--- config.mk ---
export PLATFORM = sky130hd
export DESIGN_NAME = ldst_pipe_arbiter
export DESIGN_NICKNAME = d
export VERILOG_FILES = /design/src/ldst_macros.svh /design/src/ldst_pkg.sv /design/src/ldst_pipe_arbiter.sv
export SDC_FILE = /design/constraint.sdc
export NUM_CORES = 1
export LEC_CHECK = 0
export BUFFER_PORTS_ARGS = -buffer_cell sky130_fd_sc_hd__buf_2
export CAP_MARGIN = 20
export CORE_AREA = 2 2 133 135
export DETAILED_ROUTE_END_ITERATION = 8
export DIE_AREA = 0 0 135 137
export GPL_TIMING_DRIVEN = 0
export SYNTH_ARGS = -nofsm -noshare
export SYNTH_HDL_FRONTEND = slang
export SYNTH_SLANG_ARGS = --single-unit
--- constraint.sdc ---
create_clock -name vclk -period 1.1
set_input_delay 0.055 -clock vclk [all_inputs]
set_output_delay 0.055 -clock vclk [all_outputs]
set_load 0.01 [all_outputs]
--- src/ldst_macros.svh ---
`ifndef LDST_MACROS_SVH
`define LDST_MACROS_SVH

// data memory geometry
`define LDST_MEM_WORDS 256
`define LDST_ADDR_LIMIT 32'd1024

// user mode may only touch bytes from here up
`define LDST_USER_BASE 32'h100

// busy stays up this many cycles after an accept
`define LDST_BUSY_CYCLES 2

// bit positions in the mmu flag vector
`define LDST_FLAG_FAULT 0
`define LDST_FLAG_PRIV 1
`define LDST_FLAG_ALIGN 2

`endif

--- src/ldst_pkg.sv ---
package ldst_pkg;

	// access size
	typedef enum logic [1:0] {
		LDST_BYTE = 2'd0,
		LDST_HALF = 2'd1,
		LDST_WORD = 2'd2
	} ldst_order_t;

	// mmu translation mode, physical skips all checks
	typedef enum logic [1:0] {
		MMU_PHYS = 2'd0,
		MMU_USER = 2'd1,
		MMU_KERNEL = 2'd2
	} mmu_mode_t;

	// flags returned with each execute response, upper bits unused
	typedef logic [11:0] mmu_flags_t;

endpackage

--- src/ldst_pipe_arbiter.sv ---
`timescale 1ns/100ps

module ldst_pipe_arbiter import ldst_pkg::*; (
	input logic use_sel,

	// execute side
	input logic exe_req,
	output logic exe_busy,
	input ldst_order_t exe_order,
	input logic [3:0] exe_mask,
	input logic exe_rw,
	input mmu_mode_t exe_mmumod,
	input logic [31:0] exe_addr,
	input logic [31:0] exe_data,
	output logic exe_resp_valid,
	output mmu_flags_t exe_mmu_flags,
	output logic [31:0] exe_resp_data,

	// exception side
	input logic except_req,
	output logic except_busy,
	input ldst_order_t except_order,
	input logic except_rw,
	input mmu_mode_t except_mmumod,
	input logic [31:0] except_addr,
	input logic [31:0] except_data,
	output logic except_resp_valid,
	output logic [31:0] except_resp_data,

	// towards the access unit
	output logic ldst_req,
	input logic ldst_busy,
	output ldst_order_t ldst_order,
	output logic [3:0] ldst_mask,
	output logic ldst_rw,
	output mmu_mode_t ldst_mmumod,
	output logic [31:0] ldst_addr,
	output logic [31:0] ldst_data,

	// back from the aligner
	input logic ldst_valid,
	input mmu_flags_t ldst_flags,
	input logic [31:0] ldst_rdata
);

	always_comb begin
		if (use_sel) begin
			ldst_req = except_req;
			ldst_order = except_order;
			ldst_mask = 4'hf; // context save/restore is always full word
			ldst_rw = except_rw;
			ldst_mmumod = except_mmumod;
			ldst_addr = except_addr;
			ldst_data = except_data;
		end else begin
			ldst_req = exe_req;
			ldst_order = exe_order;
			ldst_mask = exe_mask;
			ldst_rw = exe_rw;
			ldst_mmumod = exe_mmumod;
			ldst_addr = exe_addr;
			ldst_data = exe_data;
		end
	end

	// deselected side sees a permanently busy unit
	assign exe_busy = use_sel ? 1'b1 : ldst_busy;
	assign except_busy = use_sel ? ldst_busy : 1'b1;

	assign exe_resp_valid = ldst_valid && !use_sel;
	assign except_resp_valid = ldst_valid && use_sel;

	assign exe_mmu_flags = ldst_flags;
	assign exe_resp_data = ldst_rdata;
	assign except_resp_data = ldst_rdata;

endmodule

==> metrics.txt, run 1 <==
Seq Cell Count 0; global route overflow 0; worst hold path startpoint ldst_rdata[20]; number of hold violations in the final report 0; # nets final 656; Synthesis Warnings 0; count of different cell masters after synthesis 11; final weighted congestion of routability-driven global placement 0.859; worst setup path startpoint use_sel; number of clock-tree buffers in the layout 0; cell row count 48; antenna diode count 0; arrival time at the worst endpoint 0.98 ns; critical path startpoint category primary input; RSZ-0062 raised after global routing false; accumulated negative setup slack 0 ns; number of I/O port buffers 300; estimated wirelength of the detail-placed design 8000 um; post-CTS setup repair buffer count 0; class of the most critical hold timing path primary input to output port; total power divided by cell area 421 nW/um^2; Net Count, Synth 354; Initial DRT Pass Iterations 4; first-pass GRT wire length 10700 um; cell with the most instances after synthesis buf_4; final WL 8480 um; vias in the first global route 1933; worst slew pin tran 0.222 ns; detailed router's first-iteration violation count 39; number of primary I/O pins 345; width of the chip 135 um; number of nets still failing antenna checks after routing 0; die area 18500 sq um; main area contributors after synthesis buf_4 37%, mux2_2 36%, mux2_4 19%, or2_2 2.0%, buf_8 1.9%; final number of max-transition violations 0; Leak Pwr 1.97 nW; vias after detailed routing 2195; layout-stage area growth over the synthesis result 114%; WS Path Type primary input to output port; proportion of synthesized chip area in sequential cells 0%; Vias per Instance 3.19; fmax 963 MHz; global routing usage summed across all routing layers 7.56%; height of the chip 137 um; hold slack 0.293 ns; reported max-cap violation count 0; largest fanout on the critical path 10; Initial Utilization 9.15%; post-CTS sizing 0; largest net degree at the start of global routing 11; status finished clean; post-route DRC violation count 0; final period utilization 94.4%; drt wl/cell 12.3 um; cell taking the most area after synthesis buf_4; antenna violations before repair 1; Avg Inst Size Synth 9.58 sq um; Mapped Area 1560 sq um; sequential cell area 0 sq um; most numerous cell types in the synthesized netlist 76 x buf_4, 50 x mux2_2, 20 x mux2_4, 5 x or2_2, 4 x buf_2; Worst EP required 1.04 ns; nature of the critical path endpoint output port; Slew HR 85.2%; endpoints failing setup 0; IR drop worst, VDD 0.000178 V; time the worst path needs with I/O delays and setup 1.04 ns; area share of the largest cell type after synthesis 36.5%; Gate Count Post-Synth 163; count of hold buffers inserted by post-cts repair 0; total core area 17100 sq um; fraction of final layout cells with drive strength greater than 1 99.4%
[cells in the final DEF (no fill, tap or decap), types with 2 or more instances in the layout]
cell type / count
mux2_4: 20
buf_2: 304
buf_4: 76
or2_2: 5
mux2_2: 50
buf_8: 2
buf_6: 2
[final timing paths]
| kind | to | slack, ns | cells after the start |
|---|---|---|---|
| worst min-delay path | exe_resp_data[20] | 0.29 | 2 |
| worst max-delay path | ldst_addr[25] | 0.06 | 5 |
[layer usage]
layer	GRT usage (%)	share of wire (%)	routed length, um
met5	0	0	0
met1	9.03	37	3120
met3	1.07	9.6	813
met2	15.0	53	4510
met4	0.174	0.40	34
[worst max-delay path, cell delays in order]
cell and delay [ns]:
buf_6 0.11, buf_6 0.18, buf_8 0.17, mux2_4 0.31
buf_2 0.15
[power by group]
group          leakage (nW)  internal, mW  switching (mW)  total, mW
clock                     0             0               0          0
sequential                0             0               0          0
combinational          1.97         0.830           0.579       1.41
total                  1.97         0.830           0.579       1.41
[layout make-up]
cell class | count | area [sq um]
Tap cell | 225 | 282
Multi-Input combinational cell | 78 | 913
Timing Repair Buffer | 300 | 1500
Fill cell | 1935 | 13700
Buffer | 85 | 648
[kinds of logic (layout without fill, tap and decap cells)]
logic type / Yosys count / in the layout / synth area share [%]
buffers and inverters: 85 / 385 / 41.5
and+or+nand+nor: 8 / 8 / 3.21
muxes: 70 / 70 / 55.3
[through the flow]
| step | instances | power (mW) | utilization [%] | instance area (sq um) | worst slack, ns |
|---|---|---|---|---|---|
| 3_3_place_gp | 688 | 1.41 | 19.6 | 3340 | 0.0289 |
| 4_1_cts | 688 | 1.43 | 19.6 | 3340 | 0.0353 |
| 2_1_floorplan | 163 | 0.754 | - | 1560 | 0.300 |
| 5_1_grt | 688 | 1.51 | 19.6 | 3340 | 0.0205 |
| 6_report | 688 | 1.41 | 19.6 | 3340 | 0.0611 |
| 3_5_place_dp | 688 | 1.42 | 19.6 | 3340 | 0.0357 |
Power figures use the tool's default switching activity.
==> run 2: changes to the inputs <==
--- a/config.mk
+++ b/config.mk
@@ -5,12 +5,13 @@
 export SDC_FILE = /design/constraint.sdc
 export NUM_CORES = 1
 export LEC_CHECK = 0
-export BUFFER_PORTS_ARGS = -buffer_cell sky130_fd_sc_hd__buf_2
+export BUFFER_PORTS_ARGS = -buffer_cell sky130_fd_sc_hd__buf_4
 export CAP_MARGIN = 20
 export CORE_AREA = 2 2 133 135
 export DETAILED_ROUTE_END_ITERATION = 8
 export DIE_AREA = 0 0 135 137
 export GPL_TIMING_DRIVEN = 0
+export PLACE_DENSITY = 0.47
 export SYNTH_ARGS = -nofsm -noshare
 export SYNTH_HDL_FRONTEND = slang
 export SYNTH_SLANG_ARGS = --single-unit
==> metrics.txt, run 2 (same netlist as run 1, synthesis figures left out) <==
most frequent cells in the layout 376 x buf_4, 50 x mux2_2, 20 x mux2_4; IR drop worst, VDD 0.000147 V (-17%); Buf/Inv on CP 4 (unchanged); sequential cell area 0 sq um (unchanged); total core area 17100 sq um (unchanged); cell at the slowest stage of the critical path mux2_4; antenna diode count 0 (unchanged); Initial DRT Pass Iterations 4 (unchanged); family with the most delay on the worst path buffers and inverters; Seq Cell Count 0 (unchanged); vias after detailed routing 2227 (+1.5%); WS Path Type primary input to output port; arrival time at the worst endpoint 0.97 ns (about the same); final number of max-transition violations 0 (unchanged); cell occurring most often along the worst timing path buf_6; global route overflow 0 (unchanged); width of the chip 135 um (unchanged); Met1 Wirelength 2490 um (-20%); estimated wirelength of the detail-placed design 7680 um (-4.1%); routed length on met3 908 um (+12%); final WL 8220 um (-3.1%); die area 18500 sq um (unchanged); met2 routed WL 4800 um (+6.5%); cell row count 48 (unchanged); total cell area at the placement stage 4100 sq um (+22%); detailed router's first-iteration violation count 27 (-31%); worst slew pin tran 0.219 ns (-0.00311 ns); largest fanout on the critical path 10 (unchanged); sequential power share 0% (unchanged); final non-filler cell total 688 (unchanged); count of hold buffers inserted by post-cts repair 0 (unchanged); final core area utilization 24.0% (+4.4 points); portion of total power attributed to the clock network 0% (unchanged); height of the chip 137 um (unchanged); reported max-cap violation count 0 (unchanged); net switching power 0.569 mW (-1.8%); fmax 977 MHz (+1.5%); final period utilization 93.1% (-1.4 points); Worst EP required 1.04 ns (about the same); global routing usage summed across all routing layers 7.27% (-0.30 points); placed cells 688 (unchanged); proportion of total power due to net switching 32.9% (-8.2 points); vias in the first global route 2110 (+9.2%); largest net degree at the start of global routing 11 (unchanged); post-CTS sizing 0 (unchanged); critical path startpoint category primary input; post-CTS setup repair buffer count 0 (unchanged); total internal power 1.16 mW (+40%); number of nets still failing antenna checks after routing 0 (unchanged); nature of the critical path endpoint output port; Leak Pwr 2.23 nW (+13%); number of primary I/O pins 345 (unchanged); antenna violations before repair 0 (-1); first-pass GRT wire length 10900 um (+1.6%); post-route design area 4100 sq um (+22%); fraction of final layout cells with drive strength greater than 1 99.4% (unchanged); # nets final 656 (unchanged); top routing layer in use met4; endpoints failing setup 0 (unchanged); total power divided by cell area 422 nW/um^2 (+0.17%); leading cell type in the layout, fill and taps excluded buf_4; proportion of power drawn by combinational gates 100.0% (about the same); drt wl/cell 11.9 um (-3.1%); Critical Path Max Stage Delay 0.31 ns (about the same); Vias per Instance 3.24 (+1.5%); sum of internal, switching and leakage power 1.73 mW (+23%); accumulated negative setup slack 0 ns (unchanged); time the worst path needs with I/O delays and setup 1.02 ns (-0.0151 ns); ordered list of cells on the worst path buf_6 > buf_6 > buf_8 > mux2_4 > buf_4; post-route DRC violation count 0 (unchanged); number of I/O port buffers 300 (unchanged); RSZ-0062 raised after global routing false; Initial Utilization 9.15% (unchanged); status finished clean; number of clock-tree buffers in the layout 0 (unchanged); Slew HR 85.4% (+0.21 points); number of hold violations in the final report 0 (unchanged); class of the most critical hold timing path primary input to output port; final weighted congestion of routability-driven global placement 0.740 (-14%); layout-stage area growth over the synthesis result 162%
-- run 2: cell counts in the layout (fill, tap and decap cells not counted) --
Identical to the previous run, type by type.
-- run 2: worst paths after layout --
path                           from                to  slack, ns  cells after the start
worst max-delay path        use_sel     ldst_addr[23]       0.08                      5
worst min-delay path  ldst_flags[0]  exe_mmu_flags[0]       0.29                      2
-- run 2: layout make-up --
type / instances / area, sq um
fill: 1876 / 13000
timing repair buffer: 300 / 2250
multi-input combinational: 78 / 913
buffer: 85 / 648
tap: 225 / 282
-- run 2: per-layer routing --
| metal | track usage [%] | vias up |
|---|---|---|
| met2 | 15.5 | 169 |
| met3 | 1.11 | 2 |
| met4 | 0.116 | 0 |
| met5 | 0 | - |
| li1 | - | 1074 |
| met1 | 7.77 | 982 |
-- run 2: power by group through the flow --
stage | combinational (mW) | clock (mW) | sequential [mW]
after CTS | 1.76 | 0 | 0
after floorplan | 0.754 | 0 | 0
after global placement | 1.75 | 0 | 0
after global routing | 1.84 | 0 | 0
final | 1.73 | 0 | 0
after detailed placement | 1.76 | 0 | 0
-- run 2: through the flow --
step	hold slack (ns)	setup slack, ns
floorplan	0.202	0.300
global placement	0.287	0.0399
detailed placement	0.287	0.0407
CTS	0.287	0.0407
global route	0.291	0.0271
finish	0.286	0.0762
