File: config.mk
export PLATFORM = sky130hd
export DESIGN_NAME = ldst_load_align
export DESIGN_NICKNAME = d
export VERILOG_FILES = /design/src/ldst_macros.svh /design/src/ldst_pkg.sv /design/src/ldst_load_align.sv
export SDC_FILE = /design/constraint.sdc
export NUM_CORES = 1
export LEC_CHECK = 0
export BUFFER_PORTS_ARGS = -buffer_cell sky130_fd_sc_hd__buf_2
export CAP_MARGIN = 20
export CORE_MARGIN = 2
export CORE_UTILIZATION = 40
export DETAILED_ROUTE_END_ITERATION = 7
export PLACE_DENSITY = 0.8
export SLEW_MARGIN = 30
export SYNTH_ARGS = -nofsm -noshare
export SYNTH_HDL_FRONTEND = slang
export SYNTH_SLANG_ARGS = --single-unit
export TNS_END_PERCENT = 5
File: constraint.sdc
create_clock -name clock -period 0.8 [get_ports clock]
set_input_delay 0.04 -clock clock [delete_from_list [all_inputs] [get_ports clock]]
set_output_delay 0.04 -clock clock [all_outputs]
set_load 0.05 [all_outputs]
File: src/ldst_macros.svh
`ifndef LDST_MACROS_SVH
`define LDST_MACROS_SVH

// data memory geometry
`define LDST_MEM_WORDS 256
`define LDST_ADDR_LIMIT 32'd1024

// user mode may only touch bytes from here up
`define LDST_USER_BASE 32'h100

// busy stays up this many cycles after an accept
`define LDST_BUSY_CYCLES 2

// bit positions in the mmu flag vector
`define LDST_FLAG_FAULT 0
`define LDST_FLAG_PRIV 1
`define LDST_FLAG_ALIGN 2

`endif

File: src/ldst_pkg.sv
package ldst_pkg;

	// access size
	typedef enum logic [1:0] {
		LDST_BYTE = 2'd0,
		LDST_HALF = 2'd1,
		LDST_WORD = 2'd2
	} ldst_order_t;

	// mmu translation mode, physical skips all checks
	typedef enum logic [1:0] {
		MMU_PHYS = 2'd0,
		MMU_USER = 2'd1,
		MMU_KERNEL = 2'd2
	} mmu_mode_t;

	// flags returned with each execute response, upper bits unused
	typedef logic [11:0] mmu_flags_t;

endpackage

File: src/ldst_load_align.sv
`timescale 1ns/100ps

module ldst_load_align import ldst_pkg::*; (
	input logic clock,
	input logic rst_n,

	input logic raw_valid,
	input logic [31:0] raw_word,
	input mmu_flags_t raw_flags,
	input ldst_order_t raw_order,
	input logic [1:0] raw_byte_sel,

	output logic ldst_valid,
	output mmu_flags_t ldst_flags,
	output logic [31:0] ldst_rdata
);

	logic [31:0] aligned;

	// zero extended extraction
	always_comb begin
		case (raw_order)
			LDST_BYTE: aligned = {24'd0, raw_word[8*raw_byte_sel +: 8]};
			LDST_HALF: begin
				if (raw_byte_sel[1])
					aligned = {16'd0, raw_word[31:16]};
				else
					aligned = {16'd0, raw_word[15:0]};
			end
			default: aligned = raw_word;
		endcase
	end

	always_ff @(posedge clock or negedge rst_n) begin
		if (!rst_n)
			ldst_valid <= 1'b0;
		else
			ldst_valid <= raw_valid;
	end

	always_ff @(posedge clock) begin
		if (raw_valid) begin
			ldst_flags <= raw_flags;
			ldst_rdata <= aligned;
		end
	end

endmodule

==> run_results.csv, run 1 <==
group,metric,value,unit
status,status,"complete, but fails checks",
status,violations,"negative setup slack",
placed_design,place_inst,262,
clocking,cts_max_path_buffers,2,
floorplanning,dieArea,5210,um^2
clocking,post_cts.repair.setup_buffers,0,
timing,slew_violations,0,
final_layout,final_cells,283,
final_layout,drive_above_1_share,56.7,%
power_and_ir_drop,p_leak,1.26,nW
yosys,synth_area,1860,um^2
routing,ant_nets,0,
routing,avgRoutedWirePerCell,18.3,um
placed_design,hpwl,3.31,mm
worst_hold_path,holdCritPathClass,"input port to register",
grt,grt_overflow,0,
grt,grt_max_degree,28,
grt,antenna_found_initial,0,
grt,grt_first_pass_wirelength,7.73,mm
yosys,synth_top_family_by_area,"simple AND/OR/NAND/NOR gates",
yosys,synth_seq_area_share,72.5,%
timing,timing.final.setup_violations,45,
grt,track_usage,20.5,%
final_layout,syn2layout_area_growth,62.2,%
final_layout,fill_cells,266,
setup_path,crit_arrival,900,ps
yosys,ys_types,20,
power_and_ir_drop,irDropWorstVdd,0.000971,V
setup_path,crit_chain,"buf_6",
clocking,cts.clk_slew.worst_paths,90,ps
yosys,synth_seq_cells,45,
timing,fin_crit,938,ps
timing,post-route-period-util,117,%
final_layout,nNetsFinal,281,
timing,hold_viol,0,
clocking,clock-root-buffer,"clkbuf_8",
clocking,cts_tree,"built",
clocking,clkSinkCount,45,
setup_path,cp-start-kind,"register",
setup_path,required,760,ps
timing,worstMarginPinSlew,343,ps
grt,use_met3,5.83,%
grt,grt_busiest_layer,"met2",
yosys,synth_xor_area_share,0,%
yosys,synth-simple-area-share,11.1,%
clocking,cts_max_level,2,
routing,totalWireLength,5.17,mm
placed_design,port_buffers,95,
yosys,syn_avg_cell_area,16.4,um^2
power_and_ir_drop,power_density,2090,nW/um^2
routing,drt_iter0_drc,105,
final_layout,multi_input_area,517,um^2
routing,drt_pass1_iterations,4,
routing,drc,0,
yosys,syn_nets,164,
yosys,synth_mux_area_share,4.31,%
floorplanning,fp.dieW,72.2,um
grt,gr-usage-met2,38.5,%
flow_run,cap_violations,0,
routing,viasPerCell,5.13,
yosys,yosysWarnings,0,
setup_path,crit_fanout,1,
routing,via_count,1453,
setup_path,cpMaxStageDelayCell,"edfxtp_1",
yosys,synth_adder_area_share,0,%
floorplanning,initial_utilization,42.1,%
grt,grt_pass1_vias,1565,
setup_path,crit_buf_inv,1,
floorplanning,io_pins,96,
placed_design,place_congestion,0.784,
timing,fmax,1070,MHz
floorplanning,die_height,72.2,um
final_layout,seqCellArea,1350,um^2
timing,rsz0062_at_grt,"yes",
setup_path,max_stage_delay,420,ps
setup_path,cp_top_family,"flip-flops",
timing,fin_ws,-138,ps
timing,holdWs,39.9,ps
clocking,cts_buffers,5,
final_layout,antenna_cells,0,
setup_path,critPathCaptureType,"output port",
yosys,netlist_instances,113,
timing,max-slew-margin-rel,77.1,%
yosys,synth_compound_gate_area_share,10.0,%
floorplanning,fp-row-count,24,
floorplanning,coreArea,4410,um^2
setup_path,crit_type,"register to output port",
grt,use_met1,20.5,%
-- final timing paths --
kind                       slack, ps        endpoint     startpoint  cells past startpoint
max                             -140   ldst_flags[1]  ldst_flags[1]                      1
min in group asynchronous         90      ldst_valid          rst_n                      2
max in group asynchronous        630      ldst_valid          rst_n                      2
min                               40  ldst_rdata[21]   raw_word[21]                      2
-- where the power goes --
| group | leakage, nW | switching (W) | internal (W) |
|---|---|---|---|
| clock | 0.0552 | 0.000742 | 0.000927 |
| sequential | 0.439 | 0.0000989 | 0.00282 |
| combinational | 0.770 | 0.00104 | 0.000661 |
| total | 1.26 | 0.00188 | 0.00441 |
-- cell type report --
cell class,count,share of cell area [%]
clock inverter,2,1.16
multi-input combinational,62,17.1
clock buffer,6,2.41
inverter,1,0.125
tap,52,2.16
timing repair buffer,115,32.3
sequential,45,44.7
-- flip-flops by register name (all words and copies together), names as in the netlist --
register / count
ldst_flags: 12
ldst_valid: 1
ldst_rdata: 32
-- layout by cell type, fill, tap and decap left out --
master         instances
buf_12                 2
mux2i_2                4
nor3_4                 1
dfrtp_1                1
nand2_1                4
and2_1                16
or2b_1                 1
a22o_2                 4
buf_6                 47
dlygate4sd3_1         13
clkinv_2               1
o21bai_4               1
edfxtp_1              44
o21ai_0                4
nor2b_4                2
a22o_1                 4
mux2i_1                4
or3b_4                 1
inv_2                  1
bufinv_16              1
buf_2                 49
clkbuf_1               1
buf_4                  4
a221o_1                8
nor2_2                 8
clkbuf_8               5
-- what timing repair did --
action | 4_1_cts | 5_1_grt
gates cloned | 0 | 0
gates resized for setup | 93 | 3
setup endpoints to repair | 57 | 54
endpoints found under the hold margin | 13 | 0
hold buffers | 13 | 0
pin swaps | 0 | 1
-- synthesized netlist by cell type --
library cell	instances	area (um^2)
a221o_1	8	80.1
a22o_1	4	35.0
a22o_2	4	40.0
and2_1	16	100
buf_2	1	5.00
buf_6	2	22.5
clkbuf_1	2	7.51
dfrtp_1	1	25.0
edfxtp_1	44	1320
inv_2	1	3.75
mux2i_1	8	80.1
nand2_1	4	15.0
nor2_2	8	50.1
nor2b_1	1	6.26
nor2b_2	1	8.76
nor3_2	1	10.0
o21ai_0	4	20.0
o21bai_2	1	11.3
or2b_1	1	7.51
or3b_1	1	8.76
-- cells by family (layout without fill, tap and decap cells) --
kind of cell | after synthesis | count (layout)
buffers and inverters | 6 | 124
AND/OR/NAND/NOR | 33 | 33
AO/OA/AOI/OAI | 21 | 21
flip-flops | 45 | 45
multiplexers | 8 | 8
-- stage by stage --
stage               instance area [um^2]  total power (W)  util, %  TNS (ps)  setup slack [ps]
finish                              3010          0.00629     68.3     -4460              -138
detailed placement                  2470          0.00430     56.0     -6170              -514
global route                        3010          0.00647     68.3     -5820              -157
CTS                                 3000          0.00627     68.1     -4500              -141
global placement                    2470          0.00428     56.0     -5870              -477
floorplan                           1900          0.00387        -     -1410              -125
-- layer usage --
layer,wire length [um],up-vias
met3,468,10
met2,2790,76
met1,1770,697
li1,-,670
met4,139,0
met5,0,-
Note: power is estimated with default switching activity, not from simulation.
==> run 2, diff against run 1 <==
- SETUP_SLACK_MARGIN: unset -> 0.05
==> run_results.csv, run 2 (synthesized netlist as in run 1, its figures left out) <==
group,metric,value,unit
routing,totalWireLength,5.80,mm
final_layout,utilization,70.1,%
routing,drt_pass1_iterations,4,
routing,drt_iter0_drc,130,
floorplanning,fp.dieW,72.2,um
clocking,cts_max_path_buffers,2,
setup_path,setup.worst_path.end,"ldst_rdata[9]",
power_and_ir_drop,power_density,2060,nW/um^2
worst_hold_path,holdCritPathClass,"input port to register",
clocking,clkSinkCount,45,
routing,drc,0,
setup_path,cp-start-kind,"register",
clocking,post_cts.repair.setup_buffers,0,
final_layout,mostFrequentLayoutCell,"buf_6",
placed_design,preCtsSetupSlack,-514,ps
timing,max-slew-margin-rel,76.9,%
clocking,cts_tree,"built",
final_layout,top_register,"ldst_rdata",
setup_path,crit_type,"register to output port",
routing,viasPerCell,5.30,
placed_design,hpwl,3.31,mm
placed_design,port_buffers,95,
timing,hold_viol,0,
status,status,"complete, but fails checks",
final_layout,multi_input_area,563,um^2
final_layout,largest_reg_flops,32,
final_layout,seqCellArea,1350,um^2
timing,fin_ws,-137,ps
timing,worstMarginPinSlew,337,ps
placed_design,place_congestion,0.784,
setup_path,crit_buf_inv,1,
floorplanning,die_height,72.2,um
setup_path,max_stage_delay,420,ps
power_and_ir_drop,irDropWorstVdd,0.00111,V
routing,ant_nets,0,
grt,grt_pass1_vias,1546,
final_layout,final_cell_mix,"47 x buf_6, 46 x buf_2, 44 x edfxtp_1",
grt,grt_max_degree,28,
grt,grt_first_pass_wirelength,7.82,mm
setup_path,cp_top_family,"flip-flops",
setup_path,crit_start,"ldst_rdata[9]",
clocking,cts.clk_slew.worst_paths,80,ps
clocking,cts_max_level,2,
setup_path,crit_fanout,1,
setup_path,required,760,ps
routing,avgRoutedWirePerCell,20.5,um
timing,fin_crit,937,ps
final_layout,nNetsFinal,281,
timing,timing.final.setup_violations,45,
grt,grt_overflow,0,
final_layout,antenna_cells,0,
setup_path,cp.depth,1,
grt,antenna_found_initial,0,
status,violations,"negative setup slack",
floorplanning,coreArea,4410,um^2
final_layout,fill_cells,265,
timing,holdWs,38.7,ps
timing,slew_violations,0,
final_layout,final_area,3090,um^2
final_layout,drive_above_1_share,57.1,%
power_and_ir_drop,finalPower,0.00638,W
grt,track_usage,20.7,%
floorplanning,dieArea,5210,um^2
setup_path,crit_chain,"buf_6",
timing,rsz0062_at_grt,"yes",
floorplanning,fp-row-count,24,
placed_design,dpl_cell_area,2470,um^2
setup_path,crit_arrival,900,ps
setup_path,cpMaxStageDelayCell,"edfxtp_1",
timing,fmax,1070,MHz
flow_run,cap_violations,0,
final_layout,syn2layout_area_growth,66.5,%
floorplanning,io_pins,96,
final_layout,reg_top3,"ldst_rdata (32), ldst_flags (12), ldst_valid (1)",
floorplanning,initial_utilization,42.1,%
routing,via_count,1500,
setup_path,critPathCaptureType,"output port",
power_and_ir_drop,p_leak,1.28,nW
clocking,cts_buffers,5,
clocking,clock-root-buffer,"clkbuf_8",
timing,post-route-period-util,117,%
==> run 2: how the worst min path moves through the flow <==
stage	endpoint	startpoint	depth (start not counted)	slack [ps]
after detailed placement	ldst_valid	rst_n	1	-180
after CTS	ldst_rdata[21]	raw_word[21]	2	40
final	ldst_rdata[2]	raw_word[2]	2	40
after floorplan	ldst_valid	rst_n	0	-260
after global placement	ldst_valid	rst_n	1	-180
after global routing	ldst_rdata[5]	raw_word[5]	2	40
==> run 2: what timing repair did <==
item | 4_1_cts | 5_1_grt
pin swaps | 2 | 3
hold endpoints to repair | 13 | 0
resized for setup | 97 | 16
setup endpoints to repair | 57 | 55
hold buffers | 13 | 0
==> run 2: area by class of cell <==
cell class	count	share of cell area (%)
Multi-Input combinational cell	62	18.2
Inverter	1	0.121
Timing Repair Buffer	115	32.6
Clock buffer	6	2.35
Sequential cell	45	43.5
Clock inverter	2	1.13
Tap cell	52	2.10
==> run 2: power by group <==
group / switching, W / internal (W) / total [W]
Sequential: 0.000105 / 0.00282 / 0.00293
Clock: 0.000760 / 0.000927 / 0.00169
Combinational: 0.00107 / 0.000690 / 0.00176
Total: 0.00194 / 0.00444 / 0.00638
==> run 2: layer usage <==
metal | vias to the layer above | wire length (um) | GRT usage, % | share of wire, %
li1 | 671 | - | - | -
met5 | - | 0 | 0 | 0
met3 | 5 | 460 | 5.83 | 7.9
met2 | 89 | 3300 | 39.3 | 57
met1 | 735 | 1950 | 20.9 | 34
met4 | 0 | 91 | 9.01 | 1.6
==> run 2: through the flow <==
stage	instances	setup TNS, ps
floorplan	113	-1410
global placement	262	-5870
detailed placement	262	-6170
CTS	283	-4500
global route	283	-5730
finish	283	-4690
